File: config.mk
export PLATFORM = sky130hd
export DESIGN_NAME = gpio_tmr_top
export DESIGN_NICKNAME = d
export VERILOG_FILES = /design/src/gpio_pkg.sv /design/src/gpio_req_if.sv /design/src/gpio_tmr_top.sv /design/src/gpio_tmr_voter.sv /design/src/gpio_state_core.sv /design/src/gpio_bus_decode.sv
export SDC_FILE = /design/constraint.sdc
export NUM_CORES = 1
export LEC_CHECK = 0
export ABC_AREA = 1
export BUFFER_PORTS_ARGS = -buffer_cell sky130_fd_sc_hd__buf_2
export CORE_MARGIN = 2
export CORE_UTILIZATION = 60
export CTS_CLUSTER_SIZE = 14
export DETAILED_ROUTE_END_ITERATION = 8
export GPL_TIMING_DRIVEN = 0
export PLACE_DENSITY = 0.82
export SYNTH_ARGS = -nofsm -noshare
export SYNTH_HDL_FRONTEND = slang
export SYNTH_SLANG_ARGS = --single-unit
File: constraint.sdc
create_clock -name wb_clk_in -period 27.9 [get_ports wb_clk_in]
set_input_delay 1.395 -clock wb_clk_in [delete_from_list [all_inputs] [get_ports wb_clk_in]]
set_output_delay 1.395 -clock wb_clk_in [all_outputs]
set_load 0.01 [all_outputs]
File: src/gpio_pkg.sv
package gpio_pkg;

	// pin count and bus widths
	localparam int GPIO_W = 32;
	localparam int DATA_W = 32;
	localparam int ADDR_W = 8;
	localparam int SEL_W  = 4;

	// word offset field of the byte address
	localparam int OFS_LSB = 2;
	localparam int OFS_MSB = 4;

	// control register bits
	localparam int CTRL_INTE = 0;
	localparam int CTRL_INTS = 1;

	typedef logic [GPIO_W-1:0] gpio_vec_t;
	typedef logic [DATA_W-1:0] bus_data_t;
	typedef logic [ADDR_W-1:0] bus_addr_t;
	typedef logic [SEL_W-1:0]  byte_sel_t;

	// offset 7 is folded onto REG_IN by the decoder
	typedef enum logic [2:0] {
		REG_IN    = 3'd0,
		REG_OUT   = 3'd1,
		REG_OE    = 3'd2,
		REG_INTE  = 3'd3,
		REG_PTRIG = 3'd4,
		REG_CTRL  = 3'd5,
		REG_INTS  = 3'd6
	} reg_sel_e;

	// full state of one replica, voted bit by bit
	typedef struct packed {
		logic       ack;
		logic       err;
		logic [1:0] ctrl;
		gpio_vec_t  out;
		gpio_vec_t  oe;
		gpio_vec_t  inte;
		gpio_vec_t  ptrig;
		gpio_vec_t  sync_a;
		gpio_vec_t  sync_b;
		gpio_vec_t  in_r;
		gpio_vec_t  ints;
		bus_data_t  rdata;
		logic       inta;
		gpio_vec_t  pad_out;
	} gpio_state_t;

endpackage
File: src/gpio_req_if.sv
`timescale 1ns/1ps

interface gpio_req_if import gpio_pkg::*; ();

	// cyc and stb both high
	logic      valid;
	// upper and lower address bits are zero
	logic      addr_ok;
	reg_sel_e  sel;
	logic      we;
	byte_sel_t be;
	bus_data_t wdata;

	modport src (
		output valid, addr_ok, sel, we, be, wdata
	);

	modport dst (
		input valid, addr_ok, sel, we, be, wdata
	);

endinterface

File: src/gpio_tmr_top.sv
`timescale 1ns/1ps

module gpio_tmr_top import gpio_pkg::*; (
	input  logic      wb_clk_in,
	input  logic      wb_rst_in,
	input  logic      wb_cyc_i,
	input  logic      wb_stb_i,
	input  logic      wb_we_i,
	input  bus_addr_t wb_adr_i,
	input  byte_sel_t wb_sel_i,
	input  bus_data_t wb_dat_i,
	output bus_data_t wb_dat_o,
	output logic      wb_ack_o,
	output logic      wb_err_o,
	output logic      wb_inta_o,
	input  gpio_vec_t gpio_pad_i,
	output gpio_vec_t gpio_pad_o,
	output gpio_vec_t gpio_oe_o,
	output logic      tmr_err_o
);

	gpio_req_if  req ();
	gpio_state_t rep_state [3];
	gpio_state_t voted;

	gpio_bus_decode u_decode (
		.wb_cyc_i (wb_cyc_i),
		.wb_stb_i (wb_stb_i),
		.wb_we_i  (wb_we_i),
		.wb_adr_i (wb_adr_i),
		.wb_sel_i (wb_sel_i),
		.wb_dat_i (wb_dat_i),
		.req      (req)
	);

	// three replicas share the request and the voted state
	for (genvar g = 0; g < 3; g++) begin : g_rep
		gpio_state_core u_core (
			.wb_clk_in  (wb_clk_in),
			.wb_rst_in  (wb_rst_in),
			.req        (req),
			.gpio_pad_i (gpio_pad_i),
			.voted_i    (voted),
			.state_o    (rep_state[g])
		);
	end

	gpio_tmr_voter u_voter (
		.state_a_i  (rep_state[0]),
		.state_b_i  (rep_state[1]),
		.state_c_i  (rep_state[2]),
		.voted_o    (voted),
		.mismatch_o (tmr_err_o)
	);

	assign wb_ack_o   = voted.ack;
	assign wb_err_o   = voted.err;
	assign wb_dat_o   = voted.rdata;
	assign wb_inta_o  = voted.inta;
	assign gpio_pad_o = voted.pad_out;
	assign gpio_oe_o  = voted.oe;

endmodule

File: src/gpio_tmr_voter.sv
`timescale 1ns/1ps

module gpio_tmr_voter import gpio_pkg::*; (
	input  gpio_state_t state_a_i,
	input  gpio_state_t state_b_i,
	input  gpio_state_t state_c_i,
	output gpio_state_t voted_o,
	output logic        mismatch_o
);

	logic a_bad;
	logic b_bad;
	logic c_bad;

	// bitwise two out of three
	assign voted_o = (state_a_i & state_b_i)
		| (state_a_i & state_c_i)
		| (state_b_i & state_c_i);

	// a replica that lost the vote on any bit
	assign a_bad = (state_a_i != voted_o);
	assign b_bad = (state_b_i != voted_o);
	assign c_bad = (state_c_i != voted_o);

	assign mismatch_o = a_bad | b_bad | c_bad;

	// decoder splits good and bad addresses, so the vote never shows both
	a_ack_err: assert final (!(voted_o.ack && voted_o.err))
		else $error("ack and err voted high together");

endmodule

File: src/gpio_state_core.sv
`timescale 1ns/1ps

module gpio_state_core import gpio_pkg::*; (
	input  logic        wb_clk_in,
	input  logic        wb_rst_in,
	gpio_req_if.dst     req,
	input  gpio_vec_t   gpio_pad_i,
	input  gpio_state_t voted_i,
	output gpio_state_t state_o
);

	gpio_state_t state_q;
	gpio_state_t nxt;
	logic        wr;
	bus_data_t   rd_mux;
	gpio_vec_t   pin_event;

	// replace only the enabled byte lanes
	function automatic gpio_vec_t lane_merge(
		input gpio_vec_t old_v,
		input bus_data_t data,
		input byte_sel_t be
	);
		gpio_vec_t res;
		res = old_v;
		for (int i = 0; i < SEL_W; i++) begin
			if (be[i])
				res[i*8 +: 8] = data[i*8 +: 8];
		end
		return res;
	endfunction

	assign wr = req.valid & req.addr_ok & req.we;

	// pin moved into in_r this edge and landed on its trigger level
	assign pin_event = (voted_i.sync_b ^ voted_i.in_r) & ~(voted_i.sync_b ^ voted_i.ptrig);

	always_comb begin
		case (req.sel)
			REG_OUT:   rd_mux = voted_i.out;
			REG_OE:    rd_mux = voted_i.oe;
			REG_INTE:  rd_mux = voted_i.inte;
			REG_PTRIG: rd_mux = voted_i.ptrig;
			REG_CTRL:  rd_mux = {{(DATA_W-2){1'b0}}, voted_i.ctrl};
			REG_INTS:  rd_mux = voted_i.ints;
			default:   rd_mux = voted_i.in_r;
		endcase
	end

	always_comb begin
		nxt = voted_i;

		// one-cycle pulses, alternate while stb is held
		nxt.ack = req.valid & req.addr_ok & ~voted_i.ack;
		nxt.err = req.valid & ~req.addr_ok & ~voted_i.err;

		// two-flop synchronizer then input register
		nxt.sync_a = gpio_pad_i;
		nxt.sync_b = voted_i.sync_a;
		nxt.in_r   = voted_i.sync_b;

		nxt.rdata   = rd_mux;
		nxt.pad_out = voted_i.out;
		nxt.inta    = (|voted_i.ints) & voted_i.ctrl[CTRL_INTE];

		if (wr) begin
			case (req.sel)
				REG_OUT:   nxt.out   = lane_merge(voted_i.out, req.wdata, req.be);
				REG_OE:    nxt.oe    = lane_merge(voted_i.oe, req.wdata, req.be);
				REG_INTE:  nxt.inte  = lane_merge(voted_i.inte, req.wdata, req.be);
				REG_PTRIG: nxt.ptrig = lane_merge(voted_i.ptrig, req.wdata, req.be);
				default:   ;
			endcase
		end

		// ctrl takes the whole word, INTS bit latches the interrupt
		if (wr && req.sel == REG_CTRL)
			nxt.ctrl = req.wdata[1:0];
		else if (voted_i.ctrl[CTRL_INTE])
			nxt.ctrl[CTRL_INTS] = voted_i.ctrl[CTRL_INTS] | voted_i.inta;

		if (wr && req.sel == REG_INTS)
			nxt.ints = req.wdata[GPIO_W-1:0];
		else if (voted_i.ctrl[CTRL_INTE])
			nxt.ints = voted_i.ints | (pin_event & voted_i.inte);
	end

	always_ff @(posedge wb_clk_in or posedge wb_rst_in) begin
		if (wb_rst_in)
			state_q <= '0;
		else
			state_q <= nxt;
	end

	assign state_o = state_q;

	// the voted ack is a single-cycle pulse
	a_ack_pulse: assert property (
		@(posedge wb_clk_in) disable iff (wb_rst_in)
		voted_i.ack |=> !voted_i.ack
	) else $error("ack held for two cycles");

endmodule

File: src/gpio_bus_decode.sv
`timescale 1ns/1ps

module gpio_bus_decode import gpio_pkg::*; (
	input  logic      wb_cyc_i,
	input  logic      wb_stb_i,
	input  logic      wb_we_i,
	input  bus_addr_t wb_adr_i,
	input  byte_sel_t wb_sel_i,
	input  bus_data_t wb_dat_i,
	gpio_req_if.src   req
);

	logic [OFS_MSB-OFS_LSB:0] ofs;
	logic                     upper_zero;
	logic                     lower_zero;

	assign ofs = wb_adr_i[OFS_MSB:OFS_LSB];

	// full decode, nothing above the offset field may be set
	assign upper_zero = (wb_adr_i[ADDR_W-1:OFS_MSB+1] == '0);
	assign lower_zero = (wb_adr_i[OFS_LSB-1:0] == '0);

	assign req.valid   = wb_cyc_i & wb_stb_i;
	assign req.addr_ok = upper_zero & lower_zero;
	assign req.we      = wb_we_i;
	assign req.be      = wb_sel_i;
	assign req.wdata   = wb_dat_i;

	always_comb begin
		case (ofs)
			3'd1:    req.sel = REG_OUT;
			3'd2:    req.sel = REG_OE;
			3'd3:    req.sel = REG_INTE;
			3'd4:    req.sel = REG_PTRIG;
			3'd5:    req.sel = REG_CTRL;
			3'd6:    req.sel = REG_INTS;
			// 0 and 7 both read the input register
			default: req.sel = REG_IN;
		endcase
	end

endmodule

# After elaboration in Yosys (flattened, before gate mapping)
# Index checks and enable logic that the tools add are counted.
[totals]
ram_bits = 0
wordCells = 81
mem_bits_ro = 0
in_bits = 81
regBits = 325
mem_count = 0
latch_bits = 0
[op_classes]
n_eq_ne = 13
mux = 28
mul = 0
bitwise = 21
n_addsub = 0
magnitude_cmp = 0
n_reduce_logical = 5
shifts = 0
div_mod_pow = 0
[ops]
columns = ["cell", "n"]
rows = [
  ["$or A325 B325 Y325", 2],
  ["$and A325 B325 Y325", 1],
  ["$ne A325 B325 Y1", 1],
  ["$mux W32", 6],
  ["$pmux W32 S6", 1],
  ["$mux W128", 1],
  ["$mux W8", 16],
  ["$and A32 B32 Y32", 2],
  ["$xor A32 B32 Y32", 2],
  ["$not A32 Y32", 1],
  ["$or A32 B32 Y32", 1],
  ["$reduce_or A32 Y1", 1],
  ["$eq A3 B3 Y1 const B", 6],
  ["$pmux W3 S6", 1],
  ["$eq A3 B2 Y1 const B", 4],
  ["$and A1 B1 Y1", 8],
  ["$eq A3 B1 Y1 const B", 2],
  ["$logic_not A3 Y1", 1],
  ["$mux W1", 3],
  ["$not A1 Y1", 3],
  ["$logic_and A1 B1 Y1", 2],
  ["$logic_not A2 Y1", 1],
  ["$or A1 B1 Y1", 1],
]

# Depth between registers and ports, before layout
[logic_depth]
depth_word = 10
mapped_depth = 9
mapped_depth_nobuf = 9

# Hierarchy
# A second synthesis with hierarchy kept.
[unflattened]
cells_unflattened = 9402
hier_area_um2 = 62155.9
[by_module_without_submodules]
columns = ["mod", "seq_area_each_um2", "area_each_um2", "instances", "cells_per_inst"]
rows = [
  ["gpio_state_core", 8132.8, 13156.4, 3, 1433],
  ["gpio_tmr_voter", 0.0, 22352.7, 1, 5054],
  ["gpio_bus_decode", 0.0, 334.1, 1, 49],
]

# Least setup slack after synthesis
# No wires, ideal clock.
[synth_path]
path_kind = "input port to flip-flop"
start = "in wb_adr_i[7]"
end = "reg g_rep[0].u_core.state_q, in the netlist g_rep[0].u_core.state_o[313]"
path_slack_ns = 25.401
arrival_ns = 2.382
required_ns = 27.782
path_buffers = 2
stages = 8
setup_ns = 0.118
path_cell_list = "nor2_1 nand3_2 nor3b_2 buf_2 buf_4 nand2_1 nand2_1 nand2_1"
[synth_via]
elab_chain_cells = 5
[synth_lines]
columns = ["element", "line_no", "source"]
rows = [
  ["from (decl)", "gpio_tmr_top.sv:9", "input bus_addr_t wb_adr_i,"],
  ["$logic_not A3 Y1", "gpio_bus_decode.sv:20", "assign upper_zero = (wb_adr_i[ADDR_W-1:OFS_MSB+1] == '0);"],
  ["$and A1 B1 Y1", "gpio_bus_decode.sv:24", "assign req.addr_ok = upper_zero & lower_zero;"],
  ["$and A1 B1 Y1 (2 in series)", "gpio_state_core.sv:33", "assign wr = req.valid & req.addr_ok & req.we;"],
  ["$mux W128", "gpio_state_core.sv:66", "if (wr) begin"],
  ["to (signal assigned)", "gpio_state_core.sv:92", "state_q <= nxt;"],
  ["to (decl)", "gpio_state_core.sv:12", "gpio_state_t state_q;"],
]
# Every way passes these cells.

# Worst setup path after layout
[layout_path]
start = "in wb_adr_i[4]"
end = "reg g_rep[0].u_core.state_q, in the netlist g_rep[0].u_core.state_o[290]"
[layout_via]
elab_chain_cells = 5
[layout_lines]
columns = ["element", "line_no", "source"]
rows = [
  ["$eq A3 B3 Y1, or another cell as far along", "gpio_bus_decode.sv:30", "case (ofs)"],
  ["$pmux W3 S6 *", "gpio_bus_decode.sv:30", ""],
  ["$eq A3 B1 Y1 *", "gpio_state_core.sv:67", "case (req.sel)"],
  ["$mux W32 *", "gpio_state_core.sv:67", ""],
  ["$mux W128 *", "gpio_state_core.sv:66", ""],
]
# Mark *: on every way between the ends. The rest lies on a longest branch, timed or not.

==> flow_summary_export.csv <==
group,metric,value,unit
outcome,outcome,"complete, no violations",
clock_network,ctsResizeCount,0,
worst_setup_path,cp-start-kind,"input port",
placement,placedCellCount,2370,
worst_setup_path,cp_top_family,"simple AND/OR/NAND/NOR gates",
logic_synthesis,synthArstFlopShare,100,%
worst_setup_path,timing.critical_path.arrival,3.50,ns
logic_synthesis,yosysSeqAreaShare,54.4,%
logic_synthesis,yosysTopAreaCellShare,54.4,%
pwr,power_density,61.9,nW/µm²
global_routing,grt.total_usage,36.8,%
final_layout,synthToLayoutAreaGrowth,16.6,%
timing,skew,0.0124,ns
clock_network,tritoncts,"done",
placement,gp_congestion,0.956,
timing,min_period_over_period,11.2,%
timing,maxSlewViolCount,0,
logic_synthesis,yosys-top-cells-count,"nand2_1, dfrtp_1, nand3_1",
logic_synthesis,synth_compound_area_share,2.24,%
timing,rsz0062_at_grt,"no",
timing,maxSlewHeadroom,28.9,%
clock_network,clock-root-buffer,"clkbuf_16",
floorplanning,rows,57,
timing,setup-violations-final,0,
clock_network,insertion_delay,0.52,ns
timing,tightest_slew,1.07,ns
final_layout,largest_reg_flops,325,
floorplanning,die_y,162,µm
final_layout,final_core_util,71.4,%
logic_synthesis,synthesis.area,14900,µm²
worst_setup_path,endpoint_kind,"register",
floorplanning,core,24400,µm²
pwr,peakVddDrop,0.0000511,V
final_layout,drive_above_1_share,18.4,%
timing,hold_violations,0,
global_routing,grt_max_degree,128,
drt,first_pass_iters,8,
clock_network,cts_setup_buffers,0,
worst_setup_path,crit_chain,"buf_2 -> inv_2 -> nand3_1 -> nor2_1 -> nand2_1 -> nand2_1 -> nand2_1",
drt,drt-total-wl,47.6,mm
drt,antenna_left,0,
hold_path,hp-class,"reg2reg",
timing,clock.fmax,321,MHz
worst_setup_path,worstPathMaxFanout,8,
run,cap_violations,0,
floorplanning,die_area,26200,µm²
clock_network,cts_made_buffers,36,
clock_network,cts_sinks,325,
logic_synthesis,synth-simple-area-share,31.3,%
clock_network,cts_hold_buf,0,
logic_synthesis,synthTopCellsByArea,"dfrtp_1, nand2_1, nand3_1, buf_4, inv_1",
floorplanning,start_util,61.3,%
global_routing,overflow,0,
global_routing,grt_pass1_vias,12859,
logic_synthesis,synth_xor_xnor_area_share,0,%
placement,port_buffers,174,
worst_setup_path,crit_required,28.28,ns
drt,drc,0,
logic_synthesis,synth_top_family_by_area,"simple AND/OR/NAND/NOR gates",
global_routing,grt_antenna_before_repair,2,
pwr,p_leak,9.82,nW
worst_setup_path,cp_slowest_cell,"nor2_1",
timing,finalSetupTns,0,ns
logic_synthesis,syn-mean-instance-area,7.99,µm²
worst_setup_path,critPathMostFrequentCell,"nand2_1",
logic_synthesis,synth_fa_ha_area_share,0,%
logic_synthesis,ys.flop_type,"dfrtp_1",
logic_synthesis,syn_nets,1951,
logic_synthesis,synth_cell_types,23,
logic_synthesis,syn-instance-count,1870,
placement,hpwl,31.5,mm
worst_setup_path,crit_buf_inv,2,
global_routing,grt_pass1_wl,72.2,mm
logic_synthesis,yosysMostFrequentCell,"nand2_1",
floorplanning,pin_count,181,
drt,drt_iter0_markers,1757,
timing,layout_min_cycle_time,3.11,ns
final_layout,nNetsFinal,2165,
worst_setup_path,worstSetupPathType,"in2reg",
logic_synthesis,synth-seq-cells,325,
floorplanning,die_w,162,µm
final_layout,stdcell_count,2436,
clock_network,htreeDepth,2,
logic_synthesis,yosys_warnings,0,
worst_setup_path,slowest_delay,0.72,ns
logic_synthesis,synthMuxAreaShare,0,%
clock_network,clk_pin_slew,0.06,ns
logic_synthesis,synth_top_cell_by_area,"dfrtp_1",
clock_network,cts_buffer_depth,3,
drt,vias,13617,
drt,avgRoutedWirePerCell,19.6,µm
logic_synthesis,synth_edf_count,0,
drt,post_drt_via_cell_ratio,5.59,
-- final cells by class --
| type | count | area (µm²) |
|---|---|---|
| Buffer | 171 | 1080 |
| Multi-Input combinational cell | 1182 | 5010 |
| Tap cell | 324 | 405 |
| Clock inverter | 11 | 61.3 |
| Inverter | 192 | 728 |
| Antenna cell | 5 | 12.5 |
| Clock buffer | 50 | 1060 |
| Fill cell | 1949 | 6970 |
| Sequential cell | 325 | 8130 |
| Timing Repair Buffer | 176 | 926 |
-- cell families after synthesis --
logic type / after synthesis
other: 1
flip-flops: 325
AND/OR/NAND/NOR: 1114
AO/OA/AOI/OAI: 67
buffers and inverters: 363
-- power by group --
group	leakage [nW]	switching, mW	internal [mW]
clock network	0.565	0.189	0.266
registers	4.16	0.0211	0.497
logic	5.09	0.0702	0.0349
-- routing by layer --
metal	track usage, %	vias to the layer above	part of all wire (%)
li1	-	6172	-
met3	9.50	208	12
met2	57.7	883	46
met4	18.4	0	5.3
met5	0	-	0
met1	47.8	6354	37
-- worst paths after layout --
path                                                          start                                       end  slack, ns  depth (start not counted)
setup / recovery                                        wb_adr_i[4]  g_rep[0].u_core.state_o[290]$_DFFE_PP0P_      24.79                          7
min in group asynchronous                                 wb_rst_in    g_rep[2].u_core.state_o[171]$_DFF_PP0_       1.07                          2
hold / removal               g_rep[2].u_core.state_o[174]$_DFF_PP0_    g_rep[2].u_core.state_o[142]$_DFF_PP0_       0.35                          0
setup reg to reg           g_rep[0].u_core.state_o[321]$_DFFE_PP0P_   g_rep[2].u_core.state_o[93]$_DFFE_PP0P_      26.08                          5
max in group asynchronous                                 wb_rst_in     g_rep[2].u_core.state_o[18]$_DFF_PP0_      25.80                          3
hold reg to reg              g_rep[2].u_core.state_o[174]$_DFF_PP0_    g_rep[2].u_core.state_o[142]$_DFF_PP0_       0.35                          0
-- stage by stage --
step	total power [mW]	instance area, µm²	setup slack [ns]	hold slack [ns]
5_1_grt	1.11	17400	24.80	0.350
3_5_place_dp	0.628	16300	24.57	0.335
4_1_cts	1.08	17400	24.97	0.348
2_1_floorplan	0.585	14900	17.51	0.331
3_3_place_gp	0.624	16200	14.20	0.332
6_report	1.08	17400	24.79	0.347
-- cell usage in the layout (no fill, tap or decap) --
cell and n:
nand2_1 713, dfrtp_1 325, buf_2 205, nand3_1 200, inv_1 184, nor2_1 114, buf_4 105, nand4_1 74
clkbuf_16 37, clkbuf_1 36, o21ai_0 36, a21oi_1 30, clkinv_2 9, clkbuf_8 9, diode_2 5, inv_2 4
nand2_2 4, nand3_2 3, nor2_2 3, clkinv_1 3, buf_1 2, buf_16 2, nor3b_2 1, buf_6 1
nor2_4 1, o21ai_1 1, nor3_1 1, inv_8 1, conb_1 1, clkinvlp_4 1, inv_6 1
Power figures use the tool's default switching activity.
